File: src/hdl/hll_pkg.sv
package hll_pkg;

	// width of one register rank
	localparam int RANK_BITS = 4;

	// harmonic sum weight of a rank of zero, 2^16
	localparam logic [16:0] SCALE_ONE = 17'd65536;

	localparam int SUM_BITS = 32;
	localparam int ZERO_BITS = 16;

	typedef logic [RANK_BITS-1:0] rank_t;
	typedef logic [SUM_BITS-1:0] sum_t;
	typedef logic [ZERO_BITS-1:0] zero_t;

	// sum sits in the upper bits, zero count in the lower bits
	typedef struct packed {
		sum_t sum;
		zero_t zeros;
	} estimate_t;

	// adds both fields of two estimates
	// serves the tree levels and the frame accumulator
	function automatic estimate_t est_add(
		input estimate_t a,
		input estimate_t b
	);
		estimate_t r;
		r.sum = a.sum + b.sum;
		r.zeros = a.zeros + b.zeros;
		return r;
	endfunction

endpackage

File: src/hdl/frame_accumulator.sv
`timescale 1ns/1ns

module frame_accumulator #(
	parameter int LANES = 128,
	parameter int FRAME_BEATS = 128
) (
	input logic clk,
	input logic rst_n,
	input logic valid,
	input hll_pkg::estimate_t partial,
	input logic out_ready,
	output logic out_valid,
	output hll_pkg::estimate_t out_data
);

	// register stages in rank_reduce_tree, leaf + adder levels + output
	localparam int TREE_DEPTH = $clog2(LANES) + 1;
	localparam int CNT_BITS = (FRAME_BEATS > 1) ? $clog2(FRAME_BEATS) : 1;
	localparam logic [CNT_BITS-1:0] LAST_BEAT = CNT_BITS'(FRAME_BEATS - 1);

	logic [TREE_DEPTH-1:0] valid_pipe;
	logic [CNT_BITS-1:0] beat_cnt;
	logic [CNT_BITS-1:0] beat_pipe [TREE_DEPTH];

	logic beat_valid;
	logic first_beat;
	logic last_beat;

	hll_pkg::estimate_t total;
	logic frame_done;

	// tree output and its tags, all at the same depth
	assign beat_valid = valid_pipe[TREE_DEPTH-1];
	assign first_beat = beat_pipe[TREE_DEPTH-1] == '0;
	assign last_beat = beat_pipe[TREE_DEPTH-1] == LAST_BEAT;

	// valid follows the beat through the tree
	always_ff @(posedge clk) begin
		if (!rst_n) begin
			valid_pipe <= '0;
		end else begin
			valid_pipe <= {valid_pipe[TREE_DEPTH-2:0], valid};
		end
	end

	// position of the incoming beat within its frame
	always_ff @(posedge clk) begin
		if (!rst_n) begin
			beat_cnt <= '0;
		end else if (valid) begin
			if (beat_cnt == LAST_BEAT) begin
				beat_cnt <= '0;
			end else begin
				beat_cnt <= beat_cnt + 1'b1;
			end
		end
	end

	// beat position delayed alongside valid, only read when valid is set
	always_ff @(posedge clk) begin
		beat_pipe[0] <= beat_cnt;
		for (int i = 1; i < TREE_DEPTH; i++) begin
			beat_pipe[i] <= beat_pipe[i-1];
		end
	end

	// running total for the current frame
	always_ff @(posedge clk) begin
		if (beat_valid) begin
			if (first_beat) begin
				total <= partial; // new frame starts from its own first beat
			end else begin
				total <= hll_pkg::est_add(total, partial);
			end
		end
	end

	// final beat added on this edge, total is complete one cycle later
	always_ff @(posedge clk) begin
		if (!rst_n) begin
			frame_done <= 1'b0;
		end else begin
			frame_done <= beat_valid & last_beat;
		end
	end

	// held estimate, a completed frame wins over a release
	always_ff @(posedge clk) begin
		if (!rst_n) begin
			out_valid <= 1'b0;
		end else if (frame_done) begin
			out_valid <= 1'b1;
		end else if (out_ready) begin
			out_valid <= 1'b0;
		end
	end

	always_ff @(posedge clk) begin
		if (frame_done) begin
			out_data <= total; // overwrites an estimate not yet taken
		end
	end

endmodule

File: config.mk
export PLATFORM = sky130hd
export DESIGN_NAME = frame_accumulator
export DESIGN_NICKNAME = d
export VERILOG_FILES = /design/src/hdl/hll_pkg.sv /design/src/hdl/frame_accumulator.sv
export SDC_FILE = /design/constraint.sdc
export NUM_CORES = 1
export LEC_CHECK = 0
export ABC_CLOCK_PERIOD_IN_PS = 6800
export BUFFER_PORTS_ARGS = -buffer_cell sky130_fd_sc_hd__buf_2
export CORE_ASPECT_RATIO = 0.7
export CORE_UTILIZATION = 55
export DETAILED_ROUTE_END_ITERATION = 8
export GPL_TIMING_DRIVEN = 1
export PLACE_DENSITY = 0.77
export SYNTH_ARGS = -nofsm -noshare
export SYNTH_HDL_FRONTEND = slang
export SYNTH_SLANG_ARGS = --single-unit
File: constraint.sdc
create_clock -name clk -period 6.8 [get_ports clk]
set_input_delay 1.36 -clock clk [delete_from_list [all_inputs] [get_ports clk]]
set_output_delay 1.36 -clock clk [all_outputs]
set_load 0.02 [all_outputs]
* Yosys cells after proc, flatten, opt, wreduce, memory -nomap -nowiden
Memory sizes are Yosys's and may differ from the RTL's.
Cells that the tools add are included.
** Word-level totals
- ROM bits :: 0
- Bits in registers :: 113
- Latch bits :: 0
- RAM bits :: 56
- Input bits :: 52
- Memories :: 1
** Memory list
- beat_pipe :: depth 8, bits a word 7, rd ports 8, clocked after memory_dff 0, write ports 8, line frame_accumulator.sv:23 : logic [CNT_BITS-1:0] beat_pipe [TREE_DEPTH];
** Cells by class
- $lt $le $gt $ge :: 0
- Div/mod/pow operators :: 0
- Muxes and demuxes :: 4
- Reductions and logical operators :: 2
- Bitwise operators :: 1
- Shift-type cells :: 0
- $add $sub $neg :: 3
- Eq/ne operators :: 2
- Multipliers :: 0
** Operators by type and width (number)
- $mux W48 :: 1
- $add A32 B32 Y32 :: 1
- $add A16 B16 Y16 :: 1
- $eq A7 B7 Y1 const B :: 2
- $add A7 B1 Y7 const B :: 1
- $logic_not A7 Y1 :: 1
- $mux W7 :: 1
- $mux W1 :: 2
- $reduce_bool A2 Y1 :: 1
- $and A1 B1 Y1 :: 1

* Logic depth before layout (Yosys ltp)
- Depth after elaboration :: 2
- Mapped depth :: 9

* Least setup slack after synthesis
OpenSTA, ideal clock, no wires.
- Kind :: input to register
- From :: input port partial[0] in the netlist's numbering
- To :: register total[14] in the netlist's numbering, data pin
- Data required time :: 6.537 ns
- Setup slack :: 3.369 ns
- Stages on the path :: 9
- Arrival :: 3.168 ns
- Cell sequence :: ha_1 -> fa_1 -> a21o_1 -> a21oi_1 -> o21ai_0 -> a21o_1 -> a221o_1 -> xnor2_1 -> o21ai_1
** Between the ends
- Word-level cells in the longest chain between the ends :: 2
** RTL lines
- from (decl) :: line frame_accumulator.sv:10 : input hll_pkg::estimate_t partial,
- $add A16 B16 Y16 :: line hll_pkg.sv:30 : r.zeros = a.zeros + b.zeros;
- $mux W48 :: line frame_accumulator.sv:70 : if (first_beat) begin
- to (signal assigned) :: line frame_accumulator.sv:71 : total <= partial;
- to (signal assigned) :: line frame_accumulator.sv:73 : total <= hll_pkg::est_add(total, partial);
- to (decl) :: line frame_accumulator.sv:29 : hll_pkg::estimate_t total;
Every way passes these cells.
A chain may end at the register's enable or synchronous reset.

* Worst setup path in the final report
- From :: input port partial[1] in the netlist's numbering
- To :: register total[11] in the netlist's numbering, data pin
Same word-level chain as after synthesis.

==> Flow_metrics.wiki <==
{| class="wikitable"
! Metric !! Value
|-
| Number of warnings issued by yosys || 0
|-
| Syn Std Cell Area || 7680 sq um
|-
| Setup repair after global routing missed its margin || no
|-
| Clk root buf || clkbuf_16
|-
| Worst IR Drop VDD || 148 uV
|-
| Worst path max stage delay || 0.47 ns
|-
| Number of synthesized flops with an enable pin || 96
|-
| Hold WC Path Type || reg -> reg
|-
| Hold Fails Final Rpt || 0
|-
| Switching portion of total power || 0.260
|-
| Initial DRC count || 373
|-
| CTS resizes || 0
|-
| Aggregate routed wire length || 15900 um
|-
| Yosys reg bits || 169
|-
| Actual transition at the worst max-transition pin || 0.743 ns
|-
| Final number of setup-violating endpoints || 0
|-
| Syn Nets || 782
|-
| Summed negative setup slack over all endpoints || 0 ns
|-
| Final period utilization || 0.504
|-
| Worst-path cell chain || buf_2, ha_1, a211oi_1, o21ai_0, a211oi_1, o21bai_1, a21oi_1, mux2i_1, nand4_1
|-
| Wire length of the first global-routing pass || 25700 um
|-
| Worst endpoint required time || 6.95 ns
|-
| Mean cell area of the mapped netlist || 11.3 sq um
|-
| Count of H-tree levels built during CTS || 4
|-
| Share of post-route cells with drive strength above 1 || 0.199
|-
| Leading cell type in the layout, fill and taps excluded || buf_2
|-
| Remaining max-slew budget at the tightest pin || 0.504
|-
| Buf+Inv Stages, Crit Path || 1
|-
| Number of detailed-routing iterations run before antenna repair || 5
|-
| Pre-CTS worst setup slack || 3.05 ns
|-
| Post-route ant nets || 0
|-
| Relative contribution of the clock network to total power || 0.420
|-
| Vias || 5496
|-
| Inserted Clock Buffers || 17
|-
| Prevailing post-synth register cell || edfxtp_1
|-
| Buffers inserted by post-CTS timing repair || 0
|-
| Number of standard cells after synthesis || 681
|-
| I/O pin total || 101
|-
| All-Layer GR Usage || 0.234
|-
| Clock Sink Count || 169
|-
| Share of synthesized area occupied by flip-flops and latches || 0.566
|-
| Largest net degree at the start of global routing || 37
|-
| Power per unit of standard cell area || 253 nW/um^2
|-
| Start point of the critical path || partial[1]
|-
| Critical path arrival || 3.58 ns
|-
| Floorplan Core Area || 13400 sq um
|-
| Die Height || 101 um
|-
| Power Internal || 1.68 mW
|-
| Row cnt || 35
|-
| Remaining design rule violation count || 0
|-
| Count of max-cap constraint violations || 0
|-
| Gate family responsible for the most delay along the worst path || compound AO/OA/AOI/OAI gates
|-
| Result of the run || complete, no violations
|-
| F_max || 0.292 GHz
|-
| Count of antenna diodes in the layout || 0
|-
| Class of the most critical setup path || in -> reg
|-
| Element type at the critical path start || primary input
|-
| Full die area || 14400 sq um
|-
| Fin Clk Skew || 0.0113 ns
|-
| DP HPWL || 11300 um
|-
| Final Max Tran Viols || 0
|-
| Area Overhead vs Synth || 16.6%
|-
| Maximum net fanout on the critical path || 3
|-
| Type of element capturing the critical path || register
|-
| Fraction of power consumed by sequential logic || 0.483
|-
| Vias in the first global route || 5225
|-
| Most Frequent Cell on Critical Path || a211oi_1
|-
| Combinational group share of total power || 0.097
|-
| Final #Nets || 882
|-
| Leak pwr || 3.57 nW
|-
| Global placement routability congestion || 0.895
|-
| Worst reg2reg startpoint || total[1]
|-
| Commonest non-fill, non-tap cells in the layout || buf_2 (100), edfxtp_1 (96), dfxtp_1 (71), a21oi_1 (63), nand2_1 (62)
|-
| Synth async-reset ratio || 0
|-
| Start point of the worst min-delay path || beat_pipe[0][20]
|-
| Maximum clock path buffer count || 2
|-
| Post-DR vias/cell || 5.61
|-
| Hold buffer count at cts || 0
|-
| Average wire per standard cell || 16.3 um
|-
| Clock slew at the register clock pins of the worst setup and hold paths || 0.07 ns
|-
| Time the worst path needs with I/O delays and setup || 3.43 ns
|-
| Worst setup slack after layout || 3.37 ns
|-
| Count of input and output buffers || 100
|-
| Floorplan die width || 143 um
|-
| Congestion Overflow GR || 0
|-
| Clock latency on the worst-skew pair || 0.42 ns
|-
| Net switching power || 0.588 mW
|-
| Crit-path slowest cell || a211oi_1
|-
| Initial Util || 0.573
|-
| CTS tree || built
|-
| Distinct cells, synth || 67
|-
| Number of antenna violations at the first check in global routing || 0
|}
-- per-stage QoR --
stage / utilization / cell area, sq um / cells / hold WS, ns / power (mW)
after floorplan: - / 7680 / 681 / 0.310 / 1.28
after global placement: 0.622 / 8340 / 947 / 0.310 / 1.32
after detailed placement: 0.622 / 8340 / 947 / 0.312 / 1.33
after CTS: 0.668 / 8950 / 979 / 0.326 / 2.28
after global routing: 0.668 / 8950 / 979 / 0.335 / 2.35
final: 0.668 / 8950 / 979 / 0.323 / 2.26
-- cells by family after synthesis --
| kind of cell | Yosys count | share of synthesized area |
|---|---|---|
| multiplexers | 2 | 0.00261 |
| adder cells (fa/ha/maj) | 49 | 0.0818 |
| buffers and inverters | 35 | 0.0197 |
| AO/OA/AOI/OAI | 182 | 0.157 |
| XOR/XNOR | 40 | 0.0456 |
| flip-flops | 169 | 0.566 |
| AND/OR/NAND/NOR | 204 | 0.128 |
-- worst register-to-register path, stage by stage (launching register included) --
cell and delay (ns):
edfxtp_1 0.45, ha_1 0.32, a211oi_1 0.31, o21ai_0 0.20, a211oi_1 0.47, o21bai_1 0.20
a21oi_1 0.23, mux2i_1 0.24, nand4_1 0.13
-- metal layers --
metal | track usage | part of all wire | wire length, um
met1 | 0.315 | 0.46 | 7350
met2 | 0.371 | 0.45 | 7230
met3 | 0.0603 | 0.075 | 1190
met4 | 0.0712 | 0.0090 | 143
met5 | 0 | 0 | 0
-- synth_stat cells (2+ instances only) --
cell,n,area [sq um]
nand4_1,10,62.6
ha_1,47,588
a21oi_2,4,35.0
nor4b_1,2,17.5
dfxtp_1,73,1460
buf_6,2,22.5
edfxtp_1,96,2880
and3_1,4,25.0
or3_1,5,31.3
o21ai_1,5,25.0
a41oi_1,2,17.5
buf_2,4,20.0
a211oi_1,9,67.6
nor2_1,55,206
nor4_1,3,18.8
inv_1,12,45.0
a311oi_1,2,17.5
o21a_1,5,37.5
clkbuf_1,13,48.8
a221oi_2,2,30.0
o21bai_1,5,37.5
fa_1,2,40.0
o211a_1,2,20.0
a31oi_1,4,25.0
mux2i_1,2,20.0
and2_1,14,87.6
a21oi_1,63,315
a221o_1,2,20.0
nor2b_1,8,50.1
nand2_1,63,236
o221ai_1,2,17.5
o21ai_0,35,175
o211ai_1,3,22.5
nor3b_1,4,30.0
buf_1,4,15.0
xnor2_1,19,166
nand2b_1,2,12.5
nand3_1,15,75.1
o21ai_2,2,17.5
nor3_1,12,60.1
xor2_1,21,184
a21o_1,17,128
-- power groups by stage --
| stage | registers [mW] | logic (mW) | clock network, mW |
|---|---|---|---|
| 2_1_floorplan | 1.12 | 0.159 | 0 |
| 3_3_place_gp | 1.12 | 0.207 | 0 |
| 3_5_place_dp | 1.12 | 0.215 | 0 |
| 4_1_cts | 1.09 | 0.218 | 0.966 |
| 5_1_grt | 1.10 | 0.247 | 1.01 |
| 6_report | 1.09 | 0.220 | 0.950 |
-- cell type report --
cell class,count,area (sq um)
clock buffers,17,425
clock inverters,15,188
fillers,1050,4450
inverters,12,45.0
multi-input cells,477,3190
flip-flops and latches,169,4350
well taps,185,231
repair buffers,104,531
-- final timing paths --
kind,cells past startpoint,to,slack (ns)
worst max-delay path,9,total[11],3.37
worst min-delay path,0,beat_pipe[0][27],0.32
worst max register to register,8,total[11],3.98
worst min register to register,0,beat_pipe[0][27],0.32
-- state kept, by name, summed over array words and instances, names as in the netlist --
signal      flops
out_data       48
frame_done      1
valid_pipe      8
beat_pipe      56
beat_cnt        7
out_valid       1
total          48
(Power assumes the default switching activity.)
